[src/logic/core_config.svh]
////////////////////
// Widths, stream IDs and routing mask
// Compatibility numbers and internal PPS timing
////////////////////
`ifndef CORE_CONFIG_SVH
`define CORE_CONFIG_SVH

// Stream and settings widths
`define CORE_DATA_W        64
`define CORE_SID_W         8
`define CORE_SET_ADDR_W    8
`define CORE_SET_DATA_W    32

// Control stream IDs, compared on the low byte after masking
`define CORE_SID_MASK      8'hF0
`define CORE_R0_CTRL_SID   8'h10
`define CORE_L0_CTRL_SID   8'h40

`define CORE_COMPAT_MAJOR  16'd6
`define CORE_COMPAT_MINOR  16'd0
`define CORE_SIGNATURE     32'hACE0BA5E
`define CORE_RADIO_STATUS  8'd1     // One radio fitted

`define CORE_PPS_PERIOD    50       // Short period for simulation
`define CORE_PPS_HIGH      5

`endif

[src/logic/core_bus_pkg.sv]
////////////////////
// Stream beat, packet header and settings write types
////////////////////
`default_nettype none

`include "core_config.svh"

package core_bus_pkg;

    // One word of a valid/ready stream, ready travels back separately
    typedef struct packed {
        logic [`CORE_DATA_W-1:0] data;
        logic                    last;
        logic                    valid;
    } stream_beat_t;

    // Header word of a control or response packet
    typedef struct packed {
        logic [3:0]  flags;     // Always zero here
        logic [11:0] seqnum;
        logic [15:0] length;    // Bytes
        logic [15:0] src_sid;
        logic [15:0] dst_sid;
    } cvita_hdr_t;

    typedef struct packed {
        logic                        stb;
        logic [`CORE_SET_ADDR_W-1:0] addr;
        logic [`CORE_SET_DATA_W-1:0] data;
    } set_write_t;

endpackage

`default_nettype wire

[src/logic/core_regs_pkg.sv]
////////////////////
// Setting addresses, readback slots, PPS sources, processor states
////////////////////
`default_nettype none

`include "core_config.svh"

package core_regs_pkg;

    typedef enum logic [`CORE_SET_ADDR_W-1:0] {
        SR_MISC     = 16,
        SR_READBACK = 32,
        SR_GPSDO_ST = 40,
        SR_PPS_SEL  = 48
    } set_addr_e;

    typedef enum logic [1:0] {
        RB_SIGNATURE = 2'd0,
        RB_STATUS    = 2'd1,
        RB_LOCK      = 2'd2,
        RB_RESERVED  = 2'd3    // Old SPI slot, reads zero
    } rb_slot_e;

    typedef enum logic [1:0] {
        PPS_GPSDO    = 2'd0,
        PPS_EXTERNAL = 2'd1,
        PPS_INTERNAL = 2'd2,
        PPS_OFF      = 2'd3
    } pps_src_e;

    typedef enum logic [2:0] {
        ST_HEADER,
        ST_PAYLOAD,
        ST_WRITE,
        ST_RESP_HDR,
        ST_RESP_DATA
    } ctrl_state_e;

endpackage

`default_nettype wire

[src/logic/ctrl_demux.sv]
////////////////////
// Control packet router, radio or local core
////////////////////
`timescale 1ns/10ps
`default_nettype none

`include "core_config.svh"

module ctrl_demux (
    input  wire                              radio_clk,
    input  wire                              bus_rst,
    input  wire core_bus_pkg::stream_beat_t  i_ctrl,
    output logic                             o_ctrl_ready,
    output core_bus_pkg::stream_beat_t       o_radio_ctrl,
    input  wire                              i_radio_ctrl_ready,
    output core_bus_pkg::stream_beat_t       o_local_ctrl,
    input  wire                              i_local_ctrl_ready
);

    core_bus_pkg::cvita_hdr_t  hdr;
    logic [`CORE_SID_W-1:0]    masked_sid;
    logic                      hdr_to_radio;
    logic                      mid_pkt_q;      // Past the first word
    logic                      route_radio_q;
    logic                      route_radio;
    logic                      xfer;

    assign hdr          = i_ctrl.data;
    assign masked_sid   = hdr.dst_sid[`CORE_SID_W-1:0] & `CORE_SID_MASK;
    assign hdr_to_radio = (masked_sid == `CORE_R0_CTRL_SID);   // Anything else is local
    assign route_radio  = mid_pkt_q ? route_radio_q : hdr_to_radio;

    assign o_ctrl_ready = route_radio ? i_radio_ctrl_ready : i_local_ctrl_ready;
    assign xfer         = i_ctrl.valid & o_ctrl_ready;

    always_comb begin
        o_radio_ctrl       = i_ctrl;
        o_radio_ctrl.valid = i_ctrl.valid & route_radio;
        o_local_ctrl       = i_ctrl;
        o_local_ctrl.valid = i_ctrl.valid & ~route_radio;
    end

    // Hold the route from the first word until the last one goes
    always_ff @(posedge radio_clk) begin
        if (bus_rst) begin
            mid_pkt_q     <= 1'b0;
            route_radio_q <= 1'b0;
        end else if (xfer) begin
            mid_pkt_q <= ~i_ctrl.last;
            if (!mid_pkt_q)
                route_radio_q <= hdr_to_radio;
        end
    end

endmodule

`default_nettype wire

[src/logic/resp_mux.sv]
////////////////////
// Round-robin response merge, whole packets only
////////////////////
`timescale 1ns/10ps
`default_nettype none

module resp_mux (
    input  wire                              radio_clk,
    input  wire                              bus_rst,
    input  wire core_bus_pkg::stream_beat_t  i_core_resp,
    output logic                             o_core_resp_ready,
    input  wire core_bus_pkg::stream_beat_t  i_radio_resp,
    output logic                             o_radio_resp_ready,
    output core_bus_pkg::stream_beat_t       o_resp,
    input  wire                              i_resp_ready
);

    logic busy_q;         // Inside a packet
    logic grant_q;        // 0 core, 1 radio
    logic prio_q;         // Input tried first when idle
    logic pick;
    logic sel;
    logic xfer;

    // Idle choice, preferred input wins when both are valid
    always_comb begin
        if (prio_q)
            pick = i_radio_resp.valid ? 1'b1 : ~i_core_resp.valid;
        else
            pick = i_core_resp.valid ? 1'b0 : i_radio_resp.valid;
    end

    assign sel    = busy_q ? grant_q : pick;
    assign o_resp = sel ? i_radio_resp : i_core_resp;

    assign o_core_resp_ready  = ~sel & i_resp_ready;
    assign o_radio_resp_ready = sel & i_resp_ready;
    assign xfer               = o_resp.valid & i_resp_ready;

    ////////////////////
    // Grant tracking
    ////////////////////
    always_ff @(posedge radio_clk) begin
        if (bus_rst) begin
            busy_q  <= 1'b0;
            grant_q <= 1'b0;
            prio_q  <= 1'b0;      // Core first
        end else if (xfer) begin
            grant_q <= sel;
            if (o_resp.last) begin
                busy_q <= 1'b0;
                prio_q <= ~sel;   // Other side next time
            end else begin
                busy_q <= 1'b1;
            end
        end
    end

endmodule

`default_nettype wire

[src/logic/ctrl_proc.sv]
////////////////////
// Command processor, one settings write per packet plus response
////////////////////
`timescale 1ns/10ps
`default_nettype none

`include "core_config.svh"

module ctrl_proc (
    input  wire                              radio_clk,
    input  wire                              bus_rst,
    input  wire core_bus_pkg::stream_beat_t  i_cmd,
    output logic                             o_cmd_ready,
    output core_bus_pkg::set_write_t         o_set,
    input  wire [`CORE_DATA_W-1:0]           i_readback,
    output core_bus_pkg::stream_beat_t       o_core_resp,
    input  wire                              i_core_resp_ready
);

    core_regs_pkg::ctrl_state_e  state_q;
    core_bus_pkg::cvita_hdr_t    hdr_q;
    core_bus_pkg::cvita_hdr_t    resp_hdr;
    logic [`CORE_DATA_W-1:0]     payload_q;
    logic [`CORE_DATA_W-1:0]     rb_q;
    logic                        pay_seen_q;   // First payload word taken
    logic                        cmd_xfer;
    logic                        resp_xfer;

    assign o_cmd_ready = (state_q == core_regs_pkg::ST_HEADER) |
                         (state_q == core_regs_pkg::ST_PAYLOAD);
    assign cmd_xfer    = i_cmd.valid & o_cmd_ready;
    assign resp_xfer   = o_core_resp.valid & i_core_resp_ready;

    always_ff @(posedge radio_clk) begin
        if (bus_rst) begin
            state_q    <= core_regs_pkg::ST_HEADER;
            pay_seen_q <= 1'b0;
        end else begin
            case (state_q)
                core_regs_pkg::ST_HEADER: begin
                    if (cmd_xfer && !i_cmd.last) begin   // Lone header is dropped
                        state_q    <= core_regs_pkg::ST_PAYLOAD;
                        pay_seen_q <= 1'b0;
                    end
                end
                core_regs_pkg::ST_PAYLOAD: begin
                    if (cmd_xfer) begin
                        pay_seen_q <= 1'b1;
                        if (i_cmd.last)
                            state_q <= core_regs_pkg::ST_WRITE;
                    end
                end
                core_regs_pkg::ST_WRITE:
                    state_q <= core_regs_pkg::ST_RESP_HDR;
                core_regs_pkg::ST_RESP_HDR:
                    if (resp_xfer) state_q <= core_regs_pkg::ST_RESP_DATA;
                core_regs_pkg::ST_RESP_DATA:
                    if (resp_xfer) state_q <= core_regs_pkg::ST_HEADER;
                default:
                    state_q <= core_regs_pkg::ST_HEADER;
            endcase
        end
    end

    // Packet contents, extra payload words are ignored
    always_ff @(posedge radio_clk) begin
        if (cmd_xfer && state_q == core_regs_pkg::ST_HEADER)
            hdr_q <= i_cmd.data;
        if (cmd_xfer && state_q == core_regs_pkg::ST_PAYLOAD && !pay_seen_q)
            payload_q <= i_cmd.data;
        if (resp_xfer && state_q == core_regs_pkg::ST_RESP_HDR)
            rb_q <= i_readback;     // Write has landed by now
    end

    always_comb begin
        resp_hdr         = '0;
        resp_hdr.seqnum  = hdr_q.seqnum;
        resp_hdr.length  = 16'd16;
        resp_hdr.src_sid = hdr_q.dst_sid;
        resp_hdr.dst_sid = hdr_q.src_sid;

        o_set.stb  = (state_q == core_regs_pkg::ST_WRITE);
        o_set.addr = payload_q[39:32];
        o_set.data = payload_q[31:0];

        o_core_resp.valid = (state_q == core_regs_pkg::ST_RESP_HDR) |
                            (state_q == core_regs_pkg::ST_RESP_DATA);
        o_core_resp.last  = (state_q == core_regs_pkg::ST_RESP_DATA);
        o_core_resp.data  = o_core_resp.last ? rb_q : resp_hdr;
    end

endmodule

`default_nettype wire

[src/logic/core_settings.sv]
////////////////////
// Core setting registers, lock sync, readback mux
////////////////////
`timescale 1ns/10ps
`default_nettype none

`include "core_config.svh"

module core_settings (
    input  wire                            radio_clk,
    input  wire                            bus_rst,
    input  wire core_bus_pkg::set_write_t  i_set,
    input  wire [31:0]                     i_rb_misc,
    input  wire [1:0]                      i_lock,
    output logic [`CORE_DATA_W-1:0]        o_readback,
    output logic [31:0]                    o_misc_outs,
    output core_regs_pkg::pps_src_e        o_pps_src
);

    core_regs_pkg::set_addr_e  addr;
    core_regs_pkg::rb_slot_e   rb_sel_q;
    logic [7:0]                gpsdo_st_q;
    logic [1:0]                lock_q1;
    logic [1:0]                lock_q2;

    assign addr = core_regs_pkg::set_addr_e'(i_set.addr);

    always_ff @(posedge radio_clk) begin
        if (bus_rst) begin
            o_misc_outs <= '0;
            rb_sel_q    <= core_regs_pkg::RB_SIGNATURE;
            o_pps_src   <= core_regs_pkg::PPS_GPSDO;
        end else if (i_set.stb) begin
            case (addr)
                core_regs_pkg::SR_MISC:     o_misc_outs <= i_set.data;
                core_regs_pkg::SR_READBACK:
                    rb_sel_q <= core_regs_pkg::rb_slot_e'(i_set.data[1:0]);
                core_regs_pkg::SR_PPS_SEL:
                    o_pps_src <= core_regs_pkg::pps_src_e'(i_set.data[1:0]);
                default: ;                  // Unknown address
            endcase
        end
    end

    // GPSDO status survives a bus reset
    always_ff @(posedge radio_clk) begin
        if (i_set.stb && addr == core_regs_pkg::SR_GPSDO_ST)
            gpsdo_st_q <= i_set.data[7:0];
    end

    always_ff @(posedge radio_clk) begin
        if (bus_rst) begin
            lock_q1 <= '0;
            lock_q2 <= '0;
        end else begin
            lock_q1 <= i_lock;
            lock_q2 <= lock_q1;
        end
    end

    always_comb begin
        case (rb_sel_q)
            core_regs_pkg::RB_SIGNATURE:
                o_readback = {`CORE_SIGNATURE, `CORE_COMPAT_MAJOR, `CORE_COMPAT_MINOR};
            core_regs_pkg::RB_STATUS:
                o_readback = {16'h0, `CORE_RADIO_STATUS, gpsdo_st_q, i_rb_misc};
            core_regs_pkg::RB_LOCK:
                o_readback = {62'h0, lock_q2};
            default:
                o_readback = '0;
        endcase
    end

endmodule

`default_nettype wire

[src/logic/pps_select.sv]
////////////////////
// PPS generator, synchronizers and source select
////////////////////
`timescale 1ns/10ps
`default_nettype none

`include "core_config.svh"

module pps_select (
    input  wire                           radio_clk,
    input  wire                           bus_rst,
    input  wire                           i_pps_gpsdo,
    input  wire                           i_pps_ext,
    input  wire core_regs_pkg::pps_src_e  i_pps_src,
    output logic                          o_pps
);

    localparam int CNT_W = $clog2(`CORE_PPS_PERIOD);

    logic [CNT_W-1:0] cnt_q;
    logic             int_pps;
    logic [2:0]       sync_q1;    // {internal, external, gpsdo}
    logic [2:0]       sync_q2;

    assign int_pps = (cnt_q < CNT_W'(`CORE_PPS_HIGH));   // High at start of period

    always_ff @(posedge radio_clk) begin
        if (bus_rst) begin
            cnt_q   <= '0;
            sync_q1 <= '0;
            sync_q2 <= '0;
        end else begin
            if (cnt_q == CNT_W'(`CORE_PPS_PERIOD - 1))
                cnt_q <= '0;
            else
                cnt_q <= cnt_q + CNT_W'(1);
            sync_q1 <= {int_pps, i_pps_ext, i_pps_gpsdo};
            sync_q2 <= sync_q1;
        end
    end

    always_comb begin
        case (i_pps_src)
            core_regs_pkg::PPS_GPSDO:    o_pps = sync_q2[0];
            core_regs_pkg::PPS_EXTERNAL: o_pps = sync_q2[1];
            core_regs_pkg::PPS_INTERNAL: o_pps = sync_q2[2];
            default:                     o_pps = 1'b0;
        endcase
    end

endmodule

`default_nettype wire

[src/logic/core_ctrl_top.sv]
////////////////////
// Control core top level
////////////////////
`timescale 1ns/10ps
`default_nettype none

`include "core_config.svh"

module core_ctrl_top (
    input  wire                              radio_clk,
    input  wire                              bus_rst,
    input  wire core_bus_pkg::stream_beat_t  i_ctrl,
    output logic                             o_ctrl_ready,
    output core_bus_pkg::stream_beat_t       o_resp,
    input  wire                              i_resp_ready,
    output core_bus_pkg::stream_beat_t       o_radio_ctrl,
    input  wire                              i_radio_ctrl_ready,
    input  wire core_bus_pkg::stream_beat_t  i_radio_resp,
    output logic                             o_radio_resp_ready,
    input  wire [31:0]                       i_rb_misc,
    input  wire [1:0]                        i_lock,
    input  wire                              i_pps_gpsdo,
    input  wire                              i_pps_ext,
    output logic [31:0]                      o_misc_outs,
    output logic                             o_pps
);

    core_bus_pkg::stream_beat_t  local_ctrl;
    logic                        local_ctrl_ready;
    core_bus_pkg::stream_beat_t  core_resp;
    logic                        core_resp_ready;
    core_bus_pkg::set_write_t    set_wr;
    logic [`CORE_DATA_W-1:0]     readback;
    core_regs_pkg::pps_src_e     pps_src;

    ////////////////////
    // Command path
    ////////////////////
    ctrl_demux ctrl_demux_inst (
        .radio_clk          (radio_clk),
        .bus_rst            (bus_rst),
        .i_ctrl             (i_ctrl),
        .o_ctrl_ready       (o_ctrl_ready),
        .o_radio_ctrl       (o_radio_ctrl),
        .i_radio_ctrl_ready (i_radio_ctrl_ready),
        .o_local_ctrl       (local_ctrl),
        .i_local_ctrl_ready (local_ctrl_ready)
    );

    ctrl_proc ctrl_proc_inst (
        .radio_clk         (radio_clk),
        .bus_rst           (bus_rst),
        .i_cmd             (local_ctrl),
        .o_cmd_ready       (local_ctrl_ready),
        .o_set             (set_wr),
        .i_readback        (readback),
        .o_core_resp       (core_resp),
        .i_core_resp_ready (core_resp_ready)
    );

    core_settings core_settings_inst (
        .radio_clk   (radio_clk),
        .bus_rst     (bus_rst),
        .i_set       (set_wr),
        .i_rb_misc   (i_rb_misc),
        .i_lock      (i_lock),
        .o_readback  (readback),
        .o_misc_outs (o_misc_outs),
        .o_pps_src   (pps_src)
    );

    pps_select pps_select_inst (
        .radio_clk   (radio_clk),
        .bus_rst     (bus_rst),
        .i_pps_gpsdo (i_pps_gpsdo),
        .i_pps_ext   (i_pps_ext),
        .i_pps_src   (pps_src),
        .o_pps       (o_pps)
    );

    // Responses from core and radio onto one stream
    resp_mux resp_mux_inst (
        .radio_clk          (radio_clk),
        .bus_rst            (bus_rst),
        .i_core_resp        (core_resp),
        .o_core_resp_ready  (core_resp_ready),
        .i_radio_resp       (i_radio_resp),
        .o_radio_resp_ready (o_radio_resp_ready),
        .o_resp             (o_resp),
        .i_resp_ready       (i_resp_ready)
    );

endmodule

`default_nettype wire

[config.mk]
export PLATFORM = sky130hd
export DESIGN_NAME = core_ctrl_top
export DESIGN_NICKNAME = d
export VERILOG_FILES = /design/src/logic/core_bus_pkg.sv /design/src/logic/core_regs_pkg.sv /design/src/logic/ctrl_demux.sv /design/src/logic/resp_mux.sv /design/src/logic/ctrl_proc.sv /design/src/logic/core_settings.sv /design/src/logic/pps_select.sv /design/src/logic/core_ctrl_top.sv
export VERILOG_INCLUDE_DIRS = /design/src /design/src/logic
export SDC_FILE = /design/constraint.sdc
export NUM_CORES = 1
export LEC_CHECK = 0
export BUFFER_PORTS_ARGS = -buffer_cell sky130_fd_sc_hd__buf_2
export CAP_MARGIN = 10
export CORE_MARGIN = 5
export CORE_UTILIZATION = 44
export DETAILED_ROUTE_END_ITERATION = 16
export GPL_ROUTABILITY_DRIVEN = 0
export PLACE_DENSITY = 0.81
export RECOVER_POWER = 100
export REMOVE_ABC_BUFFERS = 1
export SYNTH_ARGS = -nofsm -noshare
export SYNTH_HDL_FRONTEND = slang
export SYNTH_SLANG_ARGS = --single-unit
export TNS_END_PERCENT = 5
[constraint.sdc]
create_clock -name radio_clk -period 5.1 [get_ports radio_clk]
set_input_delay 1.02 -clock radio_clk [delete_from_list [all_inputs] [get_ports radio_clk]]
set_output_delay 1.02 -clock radio_clk [all_outputs]
set_load 0.02 [all_outputs]
==> qor.json, run 1 <==
{
  "final-hold-violation-count": {"value": 0},
  "cp_delay_by_family_top": {"value": "compound AO/OA/AOI/OAI gates"},
  "antenna_found_initial": {"value": 1},
  "report.power.total": {"value": 0.00346, "unit": "W"},
  "failed_checks": {"value": "capacitance limit, slew limit"},
  "cts_post_setup_buffers_inserted": {"value": 0},
  "floorplan.die.width": {"value": 151, "unit": "microns"},
  "finalCritPeriodShare": {"value": 88.4, "unit": "%"},
  "place_inst": {"value": 1190},
  "timing.final.setup_violations": {"value": 0},
  "power.leakage": {"value": 3.82, "unit": "nW"},
  "final_std_cells_w_o_fill": {"value": 1222},
  "cts.reportedPaths.clkPinSlew": {"value": 0.07, "unit": "ns"},
  "drt_pass1_iterations": {"value": 4},
  "clock.fmax": {"value": 0.222, "unit": "GHz"},
  "post-synth-top-count-cell": {"value": "sky130_fd_sc_hd__edfxtp_1"},
  "grt-ovfl-total": {"value": 0},
  "global_route.usage.total": {"value": 18.6, "unit": "%"},
  "worstMarginPinSlew": {"value": 2.04, "unit": "ns"},
  "clock_latency": {"value": 0.42, "unit": "ns"},
  "die-area": {"value": 22700, "unit": "sq um"},
  "setup.worst_path.start_class": {"value": "flip-flop"},
  "ys.flop_type": {"value": "sky130_fd_sc_hd__edfxtp_1"},
  "grt_pass1_wl": {"value": 32200, "unit": "microns"},
  "multi_input_comb_area": {"value": 2660, "unit": "sq um"},
  "coreArea": {"value": 19500, "unit": "sq um"},
  "crit_path_max_incr_delay": {"value": 1.02, "unit": "ns"},
  "skew": {"value": 0.0101, "unit": "ns"},
  "maximum_number_of_pins_on_one_net_before_global_route_repair": {"value": 41},
  "asyncSetResetFlopFracSynth": {"value": 0, "unit": "%"},
  "postCtsHoldBufs": {"value": 0},
  "maxSlewViolCount": {"value": 122},
  "run_status": {"value": "finished, violations left"},
  "syn-instance-count": {"value": 698},
  "row_count": {"value": 51},
  "max_cap_violations": {"value": 4},
  "worstSetupEndpointType": {"value": "primary output"},
  "dr.max_layer_used": {"value": "met5"},
  "wire_per_inst": {"value": 17.8, "unit": "microns"},
  "yosys.area.top_type_share": {"value": 46.2, "unit": "%"},
  "critPathKind": {"value": "flip-flop to primary output"},
  "wl_met1": {"value": 8650, "unit": "microns"},
  "cts_resized": {"value": 0},
  "cts.htree.levels": {"value": 4},
  "seqCellArea": {"value": 5250, "unit": "sq um"},
  "post_route_cells_drive_above_1_share": {"value": 23.3, "unit": "%"},
  "synth_enable_flop_cells": {"value": 134},
  "detailed_place.area": {"value": 10100, "unit": "sq um"},
  "rsz0062_at_grt": {"value": "false"},
  "io_pins": {"value": 339},
  "ys_ff_latch": {"value": 195},
  "cts_tree": {"value": "built"},
  "crit_path_top_delay_cell": {"value": "sky130_fd_sc_hd__o31a_1"},
  "yosys.area.top_type": {"value": "sky130_fd_sc_hd__edfxtp_1"},
  "postLayoutCellArea": {"value": 10300, "unit": "sq um"},
  "cts_buffers": {"value": 17},
  "max_slew_margin": {"value": -36.0, "unit": "%"},
  "area_growth_syn_to_fin": {"value": 18.6, "unit": "%"},
  "route.met3.wl": {"value": 1910, "unit": "microns"},
  "crit_path_cell_trace": {"value": "and3b_1 -> a2bb2oi_1 -> o31a_1 -> buf_12 -> mux2_2 -> clkbuf_1"},
  "finalCriticalPeriod": {"value": 4.51, "unit": "ns"},
  "clock_tree.buffer_depth": {"value": 2},
  "ys_top_cells_by_area": {"value": "sky130_fd_sc_hd__edfxtp_1, sky130_fd_sc_hd__dfxtp_1, sky130_fd_sc_hd__mux2_2, sky130_fd_sc_hd__buf_4, sky130_fd_sc_hd__mux2i_1"},
  "number_of_inserted_filler_cells_in_the_final_layout": {"value": 1803},
  "required": {"value": 4.08, "unit": "ns"},
  "detailedPlacementHpwl": {"value": 15500, "unit": "microns"},
  "clock_sinks": {"value": 195},
  "syn_area": {"value": 8710, "unit": "sq um"},
  "ys.warnings.count": {"value": 0},
  "detail_route.drc_violations": {"value": 0},
  "initial_utilization": {"value": 44.8, "unit": "%"},
  "grt_pass1_vias": {"value": 6015},
  "io_buffers": {"value": 314},
  "vias_per_cell": {"value": 4.91},
  "antenna-diode-count": {"value": 0},
  "synthesis.area_per_instance": {"value": 12.5, "unit": "sq um"},
  "path_max_fanout": {"value": 34},
  "whs": {"value": 0.440, "unit": "ns"},
  "cellPowerDensity": {"value": 334, "unit": "nW/um^2"},
  "fin_tns_setup": {"value": 0, "unit": "ns"},
  "synthDistinctLibCells": {"value": 55},
  "clock-root-buffer": {"value": "sky130_fd_sc_hd__clkbuf_16"},
  "yosysSeqAreaShare": {"value": 60.2, "unit": "%"},
  "die_h": {"value": 151, "unit": "microns"},
  "path_buf_inv": {"value": 2},
  "worstPathArrival": {"value": 3.49, "unit": "ns"},
  "max-vdd-ir-drop": {"value": 0.230, "unit": "mV"},
  "drt_first_iter_violations": {"value": 210},
  "drt-total-wl": {"value": 21700, "unit": "microns"},
  "drt.antenna.violating_nets": {"value": 0},
  "fin_nets": {"value": 1119},
  "met2WireLength": {"value": 10900, "unit": "microns"},
  "route.vias.total": {"value": 6005},
  "synth_top_cells_by_count": {"value": "sky130_fd_sc_hd__edfxtp_1, sky130_fd_sc_hd__nand2_1, sky130_fd_sc_hd__buf_4"},
  "hold_class": {"value": "flip-flop to flip-flop"}
}
flip-flops by register name, summed over array words and instances (netlist names), 2 cells and up:
signal,flops
core_settings_inst.gpsdo_st_q,8
core_settings_inst.lock_q1,2
core_settings_inst.lock_q2,2
core_settings_inst.o_misc_outs,32
core_settings_inst.o_pps_src,2
core_settings_inst.rb_sel_q,2
ctrl_proc_inst.hdr_q,44
ctrl_proc_inst.payload_q,40
ctrl_proc_inst.rb_q,42
ctrl_proc_inst.state_q,3
pps_select_inst.cnt_q,6
pps_select_inst.sync_q1,3
pps_select_inst.sync_q2,3
layout make-up:
class                   count  area share [%]
inverters                  38            1.38
flip-flops and latches    195            50.8
clock buffers              17            4.12
well taps                 265            3.21
clock inverters            15            1.37
multi-input cells         367            25.7
repair buffers            325            13.5
placed cells by master (no fill, tap or decap), drive strengths merged, types with 3 or more instances in the layout:
master,instances
nand2,82
or4,4
mux2i,50
clkinv,6
and2,38
inv,45
a21oi,16
dfxtp,61
nand3,5
buf,122
nor2,20
mux2,65
clkbuf,220
o31ai,5
nor2b,12
edfxtp,134
ha,3
o21ai,13
a22o,10
stage by stage:
stage          setup WS [ns]  utilization [%]
3_3_place_gp            1.24             51.8
2_1_floorplan          -2.11                -
5_1_grt                0.449             53.1
3_5_place_dp            1.15             51.8
6_report               0.594             53.1
4_1_cts                0.904             54.7
where the power goes:
part	switching [W]	internal, W	leakage [nW]
Combinational	0.000271	0.000152	1.84
Clock	0.000627	0.000647	0.276
Sequential	0.0000193	0.00174	1.70
layer usage:
layer | global-route usage [%] | vias to the layer above
met3 | 5.12 | 15
li1 | - | 2892
met4 | 4.31 | 2
met1 | 23.2 | 2825
met2 | 32.4 | 271
met5 | 0 | -
cell families after synthesis:
family                     after synthesis  synth area share (%)
DFF                                    195                  60.2
and+or+nand+nor                        181                  10.5
buffers and inverters                  136                  9.28
muxes                                  115                  14.1
AOI/OAI and AO/OA                       64                  5.06
xor gates and xnor gates                 4                 0.402
adders and majority gates                3                 0.431
final timing paths:
check	endpoint	cells after the start	slack, ns	start
hold reg to reg	core_settings_inst.lock_q2[1]	1	0.44	core_settings_inst.lock_q1[1]
hold / removal	core_settings_inst.lock_q2[1]	1	0.44	core_settings_inst.lock_q1[1]
setup / recovery	o_resp[25]	6	0.59	ctrl_proc_inst.state_q[0]
setup reg to reg	ctrl_proc_inst.hdr_q[0]	4	1.27	ctrl_proc_inst.state_q[1]
Note: power is estimated with default switching activity, not from simulation.
==> inputs of run 2 (changes only) <==
- ABC_AREA: not set -> 1
- PLACE_DENSITY: 0.81 -> 0.82
- SLEW_MARGIN: not set -> 10
==> run 2 against run 1 <==
The flow still finishes with violations (capacitance limit, slew limit); utilization about the same; flip-flop and latch count stayed put; global-route usage increased by 1.5 points; first-iteration DRC count rose by 68%; sequential power is 9.7% higher; total power increased by 19%; critical path depth grew 4; sequential share of layout area grew 2.1 points; via count is 7.5% higher; synthesized area down 3.8%; combinational power rose by 100%; worst setup slack gained 0.065 ns; largest cell class unchanged.
==> qor.json, run 2 <==
{
  "reg2reg_to": {"value": "ctrl_proc_inst.rb_q[23]"},
  "area_growth_syn_to_fin": {"value": 18.5, "unit": "%"},
  "p_seq_share": {"value": 47.2, "unit": "%", "change": "-3.7 points"},
  "crit_path_max_incr_delay": {"value": 0.92, "unit": "ns", "change": "-0.10 ns"},
  "worstPathArrival": {"value": 3.42, "unit": "ns", "change": "-0.07 ns"},
  "netSwitchingFraction": {"value": 30.6, "unit": "%", "change": "+4.0 points"},
  "crit_path_cell_trace": {"value": "clkbuf_1 -> nand2_1 -> nand3_1 -> nand2_1 -> nand2_4 -> inv_4 -> clkbuf_2 -> o22ai_1 -> nor2_1 -> clkbuf_1"},
  "synth_enable_flop_cells": {"value": 134, "change": "unchanged"},
  "route.vias.total": {"value": 6455, "change": "+7.5%"},
  "rsz0062_at_grt": {"value": "false"},
  "max_cap_violations": {"value": 5, "change": "+1"},
  "postLayoutSetupSlackWorst": {"value": 0.658, "unit": "ns", "change": "+0.0649 ns"},
  "p_clk_share": {"value": 31.9, "unit": "%", "change": "-5.0 points"},
  "grt-busiest-layer": {"value": "met2"},
  "ys.warnings.count": {"value": 0, "change": "unchanged"},
  "largest_register_ff_count": {"value": 44, "change": "unchanged"},
  "row_count": {"value": 50, "change": "-2.0%"},
  "yosys.area.top_type": {"value": "sky130_fd_sc_hd__edfxtp_1"},
  "max_slew_margin": {"value": -83.7, "unit": "%", "change": "-48 points"},
  "io_pins": {"value": 339, "change": "unchanged"},
  "timing.final.setup_violations": {"value": 0, "change": "unchanged"},
  "finalCriticalPeriod": {"value": 4.44, "unit": "ns", "change": "-0.0649 ns"},
  "critPathKind": {"value": "input port to primary output"},
  "crit_cells": {"value": 10, "change": "+4"},
  "whs": {"value": 0.400, "unit": "ns", "change": "-0.0402 ns"},
  "post_route_cells_drive_above_1_share": {"value": 17.4, "unit": "%", "change": "-5.9 points"},
  "clock.fmax": {"value": 0.225, "unit": "GHz", "change": "+1.5%"},
  "clock_sinks": {"value": 195, "change": "unchanged"},
  "final_std_cells_w_o_fill": {"value": 1296, "change": "+6.1%"},
  "hold_class": {"value": "flip-flop to flip-flop"},
  "syn_area": {"value": 8380, "unit": "sq um", "change": "-3.8%"},
  "p_int": {"value": 0.00285, "unit": "W", "change": "+12%"},
  "final_cell_mix": {"value": "sky130_fd_sc_hd__clkbuf_1, sky130_fd_sc_hd__nor2_1, sky130_fd_sc_hd__edfxtp_1"},
  "detail_route.drc_violations": {"value": 0, "change": "unchanged"},
  "wire_per_inst": {"value": 17.4, "unit": "microns", "change": "-1.8%"},
  "drt_first_iter_violations": {"value": 352, "change": "+68%"},
  "fin_nets": {"value": 1224, "change": "+9.4%"},
  "clock_latency": {"value": 0.42, "unit": "ns", "change": "about the same"},
  "path_buf_inv": {"value": 4, "change": "+2"},
  "setup.worst_path.start_class": {"value": "input port"},
  "layout_top_registers": {"value": "ctrl_proc_inst.hdr_q (44), ctrl_proc_inst.rb_q (42), ctrl_proc_inst.payload_q (40)"},
  "worstSetupEndpoint": {"value": "o_resp[21]"},
  "top_register": {"value": "ctrl_proc_inst.hdr_q"},
  "cts_resized": {"value": 0, "change": "unchanged"},
  "post-synth-top-count-cell": {"value": "sky130_fd_sc_hd__nor2_1"},
  "maxSlewViolCount": {"value": 166, "change": "+36%"},
  "initial_utilization": {"value": 44.8, "unit": "%", "change": "about the same"},
  "drt.antenna.violating_nets": {"value": 0, "change": "unchanged"},
  "postLayoutCellArea": {"value": 9930, "unit": "sq um", "change": "-3.9%"},
  "max-vdd-ir-drop": {"value": 0.222, "unit": "mV", "change": "-3.6%"},
  "yosys.area.top_type_share": {"value": 48.0, "unit": "%", "change": "+1.8 points"},
  "yosysSeqAreaShare": {"value": 62.6, "unit": "%", "change": "+2.4 points"},
  "cts.htree.levels": {"value": 4, "change": "unchanged"},
  "global_route.usage.total": {"value": 20.1, "unit": "%", "change": "+1.5 points"},
  "cts_post_setup_buffers_inserted": {"value": 0, "change": "unchanged"},
  "detailedPlacementHpwl": {"value": 15900, "unit": "microns", "change": "+2.8%"},
  "crit_path_top_delay_cell": {"value": "sky130_fd_sc_hd__clkbuf_2"},
  "detailed_place.area": {"value": 9630, "unit": "sq um", "change": "-4.5%"},
  "place_inst": {"value": 1264, "change": "+6.2%"},
  "power_frac_comb": {"value": 20.9, "unit": "%", "change": "+8.7 points"},
  "finalCritPeriodShare": {"value": 87.1, "unit": "%", "change": "-1.3 points"},
  "die_h": {"value": 148, "unit": "microns", "change": "-1.8%"},
  "asyncSetResetFlopFracSynth": {"value": 0, "unit": "%", "change": "unchanged"},
  "vias_per_cell": {"value": 4.98, "change": "+1.4%"},
  "grt-ovfl-total": {"value": 0, "change": "unchanged"},
  "drt-total-wl": {"value": 22600, "unit": "microns", "change": "+4.2%"},
  "cts_buffers": {"value": 17, "change": "unchanged"},
  "groute.layer.met1.usage": {"value": 25.5, "unit": "%", "change": "+2.3 points"},
  "synth_top_cells_by_count": {"value": "sky130_fd_sc_hd__nor2_1, sky130_fd_sc_hd__edfxtp_1, sky130_fd_sc_hd__inv_1"},
  "cts_tree": {"value": "built"},
  "most_common_cell_after_layout_fill_and_taps_aside": {"value": "sky130_fd_sc_hd__clkbuf_1"},
  "worstMarginPinSlew": {"value": 2.75, "unit": "ns", "change": "+0.705 ns"},
  "postCtsHoldBufs": {"value": 0, "change": "unchanged"},
  "required": {"value": 4.08, "unit": "ns", "change": "about the same"},
  "ys.flop_type": {"value": "sky130_fd_sc_hd__edfxtp_1"},
  "drt_pass1_iterations": {"value": 4, "change": "unchanged"},
  "worst-r2r-cell-count": {"value": 7, "change": "+3"},
  "gr-usage-met2": {"value": 34.5, "unit": "%", "change": "+2.1 points"},
  "cellPowerDensity": {"value": 413, "unit": "nW/um^2", "change": "+23%"},
  "reg2reg_slack": {"value": 0.97, "unit": "ns", "change": "-0.30 ns"},
  "cp_delay_by_family_top": {"value": "buffers and inverters"},
  "floorplan.die.width": {"value": 148, "unit": "microns", "change": "-1.8%"},
  "grt_pass1_wl": {"value": 34500, "unit": "microns", "change": "+7.2%"},
  "synthesis.area_per_instance": {"value": 10.3, "unit": "sq um", "change": "-17%"},
  "worstSetupEndpointType": {"value": "primary output"},
  "dp_slack": {"value": 1.28, "unit": "ns", "change": "+0.136 ns"},
  "failed_checks": {"value": "capacitance limit, slew limit"},
  "ys_ff_latch": {"value": 195, "change": "unchanged"},
  "clock-root-buffer": {"value": "sky130_fd_sc_hd__clkbuf_16"},
  "maximum_number_of_pins_on_one_net_before_global_route_repair": {"value": 49, "change": "+20%"},
  "net_switching_power": {"value": 0.00125, "unit": "W", "change": "+37%"},
  "crit_start": {"value": "i_radio_resp[0]"},
  "globalRouteMet3Util": {"value": 4.78, "unit": "%", "change": "-0.34 points"},
  "path_max_fanout": {"value": 43, "change": "+26%"},
  "fin_tns_setup": {"value": 0, "unit": "ns", "change": "unchanged"},
  "cts.reportedPaths.clkPinSlew": {"value": 0.06, "unit": "ns", "change": "about the same"},
  "coreArea": {"value": 18700, "unit": "sq um", "change": "-3.9%"},
  "final-hold-violation-count": {"value": 0, "change": "unchanged"},
  "antenna-diode-count": {"value": 0, "change": "unchanged"},
  "run_status": {"value": "finished, violations left"},
  "ys_top_cells_by_area": {"value": "sky130_fd_sc_hd__edfxtp_1, sky130_fd_sc_hd__dfxtp_1, sky130_fd_sc_hd__nor2_1, sky130_fd_sc_hd__buf_4, sky130_fd_sc_hd__nor3_1"},
  "clock_tree.buffer_depth": {"value": 2, "change": "unchanged"},
  "power.leakage": {"value": 3.93, "unit": "nW", "change": "+3.1%"},
  "grt_pass1_vias": {"value": 6532, "change": "+8.6%"},
  "io_buffers": {"value": 314, "change": "unchanged"},
  "skew": {"value": 0.00916, "unit": "ns", "change": "-0.000946 ns"},
  "antenna_found_initial": {"value": 0, "change": "-1"},
  "regToRegStartpoint": {"value": "ctrl_proc_inst.state_q[0]"},
  "die-area": {"value": 21900, "unit": "sq um", "change": "-3.6%"},
  "synthDistinctLibCells": {"value": 35, "change": "-36%"},
  "syn-instance-count": {"value": 811, "change": "+16%"}
}
run 2: cell count changes after synthesis, sizes merged, moves of 32 or more:
cell | previous run | this run
nor2 | 20 | 176
o22ai | 0 | 32
mux2 | 65 | 0
and2 | 38 | 0
mux2i | 50 | 0
inv | 38 | 81
nor3 | 2 | 68
run 2: power by group through the flow:
| stage | sequential, W | clock, W | combinational (W) |
|---|---|---|---|
| 3_3_place_gp | 0.00196 | 0 | 0.000893 |
| 6_report | 0.00193 | 0.00131 | 0.000857 |
| 4_1_cts | 0.00193 | 0.00134 | 0.000910 |
| 3_5_place_dp | 0.00196 | 0 | 0.000908 |
| 5_1_grt | 0.00195 | 0.00140 | 0.000936 |
| 2_1_floorplan | 0.00195 | 0 | 0.000520 |
run 2: kinds of logic (layout without fill, tap and decap cells):
family | Yosys count | count (layout) | share of synthesized area [%]
xor+xnor | 3 | 3 | 0.314
buf+inv | 182 | 433 | 11.9
fa+ha+maj | 3 | 3 | 0.448
simple gates | 351 | 351 | 18.1
flops | 195 | 195 | 62.6
compound gates | 77 | 77 | 6.66
run 2: final cells by class:
cell class	count	area (sq um)
inverters	81	309
clock inverters	11	129
flip-flops and latches	195	5250
repair buffers	320	1370
multi-input cells	434	2130
clock buffers	21	450
well taps	234	293
fillers	1769	8780
run 2: worst min-delay path by stage:
stage	slack (ns)	endpoint	cells past startpoint	from
after floorplan	0.39	core_settings_inst.lock_q2[0]	2	core_settings_inst.lock_q1[0]
after global placement	0.39	core_settings_inst.lock_q2[0]	2	core_settings_inst.lock_q1[0]
after detailed placement	0.39	pps_select_inst.sync_q2[1]	2	pps_select_inst.sync_q1[1]
after CTS	0.40	pps_select_inst.sync_q2[1]	2	pps_select_inst.sync_q1[1]
after global routing	0.42	pps_select_inst.sync_q2[1]	2	pps_select_inst.sync_q1[1]
final	0.40	pps_select_inst.sync_q2[1]	2	pps_select_inst.sync_q1[1]
run 2: worst min-delay path, cell delays in order, from the launching register on:
cell and delay (ns):
sky130_fd_sc_hd__dfxtp_1 0.30, sky130_fd_sc_hd__inv_1 0.04, sky130_fd_sc_hd__nor2_1 0.03
run 2: per-stage QoR:
stage | utilization [%] | power (W)
finish | 53.1 | 0.00410
global route | 53.1 | 0.00429
CTS | 54.6 | 0.00418
global placement | 51.5 | 0.00285
detailed placement | 51.5 | 0.00287
floorplan | - | 0.00247
run 2: layer usage:
| layer | routed length [microns] | vias to the layer above |
|---|---|---|
| li1 | - | 3121 |
| met1 | 9260 | 3021 |
| met2 | 11300 | 286 |
| met3 | 1670 | 27 |
| met4 | 351 | 0 |
| met5 | 0 | - |
==> inputs of run 3 (changes only) <==
- REMOVE_ABC_BUFFERS: 1 -> not set
==> run 3 against run 2 <==
The flow still finishes with violations (capacitance limit, slew limit); non-clock buffer count is the same; total power grew 0.63%; sequential power is essentially flat; cell count is the same; utilization shrank 0.22 points; critical endpoint is now o_resp[27]; hold slack gained 0.0014 ns.
==> qor.json, run 3 (synthesis gave the netlist of run 2 again) <==
{
  "run_status": {"value": "finished, violations left"},
  "failed_checks": {"value": "capacitance limit, slew limit"},
  "power_frac_comb": {"value": 20.8, "unit": "%", "change": "about the same"},
  "required": {"value": 4.08, "unit": "ns", "change": "about the same"},
  "detail_route.drc_violations": {"value": 0, "change": "unchanged"},
  "post_route_cells_drive_above_1_share": {"value": 17.1, "unit": "%", "change": "-0.28 points"},
  "worst-r2r-cell-count": {"value": 7, "change": "unchanged"},
  "row_count": {"value": 50, "change": "unchanged"},
  "clock-root-buffer": {"value": "sky130_fd_sc_hd__clkbuf_16"},
  "whs": {"value": 0.402, "unit": "ns", "change": "+0.00138 ns"},
  "net_switching_power": {"value": 0.00133, "unit": "W", "change": "+6.0%"},
  "timing.hold.worst_path_depth": {"value": 2, "change": "unchanged"},
  "coreArea": {"value": 18700, "unit": "sq um", "change": "unchanged"},
  "setup.worst_path.start_class": {"value": "input port"},
  "most_common_cell_after_layout_fill_and_taps_aside": {"value": "sky130_fd_sc_hd__clkbuf_1"},
  "cts_post_setup_buffers_inserted": {"value": 0, "change": "unchanged"},
  "antenna_found_initial": {"value": 1, "change": "+1"},
  "detailedPlacementHpwl": {"value": 18000, "unit": "microns", "change": "+13%"},
  "fin_nets": {"value": 1224, "change": "unchanged"},
  "worstMarginPinSlew": {"value": 2.59, "unit": "ns", "change": "-0.153 ns"},
  "crit_path_max_incr_delay": {"value": 0.54, "unit": "ns", "change": "-0.38 ns"},
  "largest_register_ff_count": {"value": 44, "change": "unchanged"},
  "max_slew_margin": {"value": -73.5, "unit": "%", "change": "+10 points"},
  "drt_first_iter_violations": {"value": 409, "change": "+16%"},
  "synth.net_count": {"value": 986},
  "layout_top_registers": {"value": "ctrl_proc_inst.hdr_q (44), ctrl_proc_inst.rb_q (42), ctrl_proc_inst.payload_q (40)"},
  "postCtsHoldBufs": {"value": 0, "change": "unchanged"},
  "path_buf_inv": {"value": 3, "change": "-1"},
  "finalCritPeriodShare": {"value": 84.6, "unit": "%", "change": "-2.5 points"},
  "maxSlewViolCount": {"value": 117, "change": "-30%"},
  "number_of_inserted_filler_cells_in_the_final_layout": {"value": 1755, "change": "-0.79%"},
  "max_cap_violations": {"value": 3, "change": "-2"},
  "netSwitchingFraction": {"value": 32.2, "unit": "%", "change": "+1.6 points"},
  "critPathKind": {"value": "input port to primary output"},
  "crit_cells": {"value": 10, "change": "unchanged"},
  "cts_resized": {"value": 0, "change": "unchanged"},
  "rsz0062_at_grt": {"value": "false"},
  "crit_path_top_delay_cell": {"value": "sky130_fd_sc_hd__nand2_2"},
  "clock_tree.buffer_depth": {"value": 2, "change": "unchanged"},
  "clock_latency": {"value": 0.42, "unit": "ns", "change": "about the same"},
  "path_max_fanout": {"value": 37, "change": "-14%"},
  "timing.final.setup_violations": {"value": 0, "change": "unchanged"},
  "p_seq_share": {"value": 47.0, "unit": "%", "change": "-0.2 points"},
  "area_growth_syn_to_fin": {"value": 18.0, "unit": "%"},
  "cp_delay_by_family_top": {"value": "simple AND/OR/NAND/NOR gates"},
  "final_cell_mix": {"value": "sky130_fd_sc_hd__clkbuf_1, sky130_fd_sc_hd__nor2_1, sky130_fd_sc_hd__edfxtp_1"},
  "p_clk_share": {"value": 32.2, "unit": "%", "change": "+0.3 points"},
  "final-hold-violation-count": {"value": 0, "change": "unchanged"},
  "cts.htree.levels": {"value": 4, "change": "unchanged"},
  "crit_path_cell_trace": {"value": "clkbuf_1 -> nand2_1 -> nand3_1 -> nand2_1 -> nand2_4 -> inv_4 -> nand2_2 -> o22ai_1 -> nor2_1 -> buf_2"},
  "clock_sinks": {"value": 195, "change": "unchanged"},
  "post-route-util": {"value": 52.9, "unit": "%", "change": "-0.22 points"},
  "fin_tns_setup": {"value": 0, "unit": "ns", "change": "unchanged"},
  "clock.fmax": {"value": 0.232, "unit": "GHz", "change": "+2.9%"},
  "io_buffers": {"value": 314, "change": "unchanged"},
  "max-vdd-ir-drop": {"value": 0.215, "unit": "mV", "change": "-3.1%"},
  "cellPowerDensity": {"value": 417, "unit": "nW/um^2", "change": "+1.0%"},
  "grt_pass1_wl": {"value": 36400, "unit": "microns", "change": "+5.6%"},
  "initial_utilization": {"value": 44.8, "unit": "%", "change": "unchanged"},
  "worstSetupEndpointType": {"value": "primary output"},
  "global_route.usage.total": {"value": 21.8, "unit": "%", "change": "+1.7 points"},
  "antenna-diode-count": {"value": 0, "change": "unchanged"},
  "finalCriticalPeriod": {"value": 4.32, "unit": "ns", "change": "-0.126 ns"},
  "die-area": {"value": 21900, "unit": "sq um", "change": "unchanged"},
  "top_register": {"value": "ctrl_proc_inst.hdr_q"},
  "cts_buffers": {"value": 17, "change": "unchanged"},
  "p_int": {"value": 0.00280, "unit": "W", "change": "-1.7%"},
  "worstPathArrival": {"value": 3.30, "unit": "ns", "change": "-0.12 ns"},
  "grt_pass1_vias": {"value": 6483, "change": "-0.75%"},
  "maximum_number_of_pins_on_one_net_before_global_route_repair": {"value": 49, "change": "unchanged"},
  "grt-ovfl-total": {"value": 0, "change": "unchanged"},
  "wire_per_inst": {"value": 19.1, "unit": "microns", "change": "+9.2%"},
  "cts_tree": {"value": "built"},
  "hold_class": {"value": "flip-flop to flip-flop"},
  "vias_per_cell": {"value": 5.02, "change": "+0.77%"},
  "route.vias.total": {"value": 6505, "change": "+0.77%"},
  "cts.reportedPaths.clkPinSlew": {"value": 0.07, "unit": "ns", "change": "about the same"},
  "crit_top_cell": {"value": "sky130_fd_sc_hd__nand2_1"},
  "drt_pass1_iterations": {"value": 5, "change": "+1"},
  "drt.antenna.violating_nets": {"value": 0, "change": "unchanged"},
  "skew": {"value": 0.00780, "unit": "ns", "change": "-0.00135 ns"},
  "drt-total-wl": {"value": 24700, "unit": "microns", "change": "+9.2%"},
  "power.leakage": {"value": 3.92, "unit": "nW", "change": "-0.22%"},
  "floorplan.die.width": {"value": 148, "unit": "microns", "change": "unchanged"},
  "io_pins": {"value": 339, "change": "unchanged"},
  "die_h": {"value": 148, "unit": "microns", "change": "unchanged"}
}
## run 3: changes by cell type in the layout (fill, tap and decap cells not counted), moves of 2 or more
cell                       previous run  this run
sky130_fd_sc_hd__buf_2              126       129
sky130_fd_sc_hd__clkbuf_1           194       188
sky130_fd_sc_hd__clkinv_2             3         1
sky130_fd_sc_hd__clkinv_8             0         2
sky130_fd_sc_hd__inv_6                1         5
sky130_fd_sc_hd__o22ai_1             17        27
sky130_fd_sc_hd__o22ai_2             15         5
## run 3: metrics by stage
stage | std cells | cell area (sq um) | setup WS [ns] | total power, W
after floorplan | 811 | 8380 | 0.447 | 0.00259
after global placement | 1264 | 9620 | 1.18 | 0.00287
after detailed placement | 1264 | 9620 | 1.15 | 0.00289
after CTS | 1296 | 10200 | 1.09 | 0.00422
after global routing | 1296 | 9890 | 0.590 | 0.00431
final | 1296 | 9890 | 0.784 | 0.00412
## run 3: layout make-up
cell class                      count  area, sq um  area share [%]
Inverter                           81          309            3.13
Clock buffer                       17          425            4.30
Sequential cell                   195         5250            53.0
Multi-Input combinational cell    434         2070            21.0
Clock inverter                     15          169            1.71
Tap cell                          234          293            2.96
Timing Repair Buffer              320         1370            13.9
## run 3: power groups by stage
| stage | Sequential [W] | Clock, W | Combinational, W |
|---|---|---|---|
| final | 0.00194 | 0.00133 | 0.000859 |
| after global routing | 0.00195 | 0.00142 | 0.000935 |
| after CTS | 0.00194 | 0.00136 | 0.000924 |
| after detailed placement | 0.00197 | 0 | 0.000921 |
| after global placement | 0.00197 | 0 | 0.000903 |
| after floorplan | 0.00194 | 0 | 0.000648 |
## run 3: final timing paths
path / from / slack, ns / endpoint
max: i_radio_resp[0] / 0.78 / o_resp[27]
min: pps_select_inst.sync_q1[2] / 0.40 / pps_select_inst.sync_q2[2]
max reg2reg: ctrl_proc_inst.state_q[0] / 0.96 / ctrl_proc_inst.rb_q[12]
min reg2reg: pps_select_inst.sync_q1[2] / 0.40 / pps_select_inst.sync_q2[2]
## run 3: worst register-to-register path, cell delays in order, from the launching register on
cell                       delay, ns
sky130_fd_sc_hd__dfxtp_1        0.51
sky130_fd_sc_hd__nand2_1        0.10
sky130_fd_sc_hd__nand2_1        0.08
sky130_fd_sc_hd__nand3_1        0.07
sky130_fd_sc_hd__nand2_1        0.20
sky130_fd_sc_hd__nand3_1        0.16
sky130_fd_sc_hd__nor2_1         1.92
sky130_fd_sc_hd__clkbuf_2       0.74
## run 3: routing by layer
| layer | global-route usage (%) | share of wire (%) |
|---|---|---|
| met1 | 26.4 | 40 |
| met3 | 6.07 | 8.1 |
| met4 | 7.76 | 2.3 |
| met2 | 37.5 | 49 |
| met5 | 0 | 0.053 |
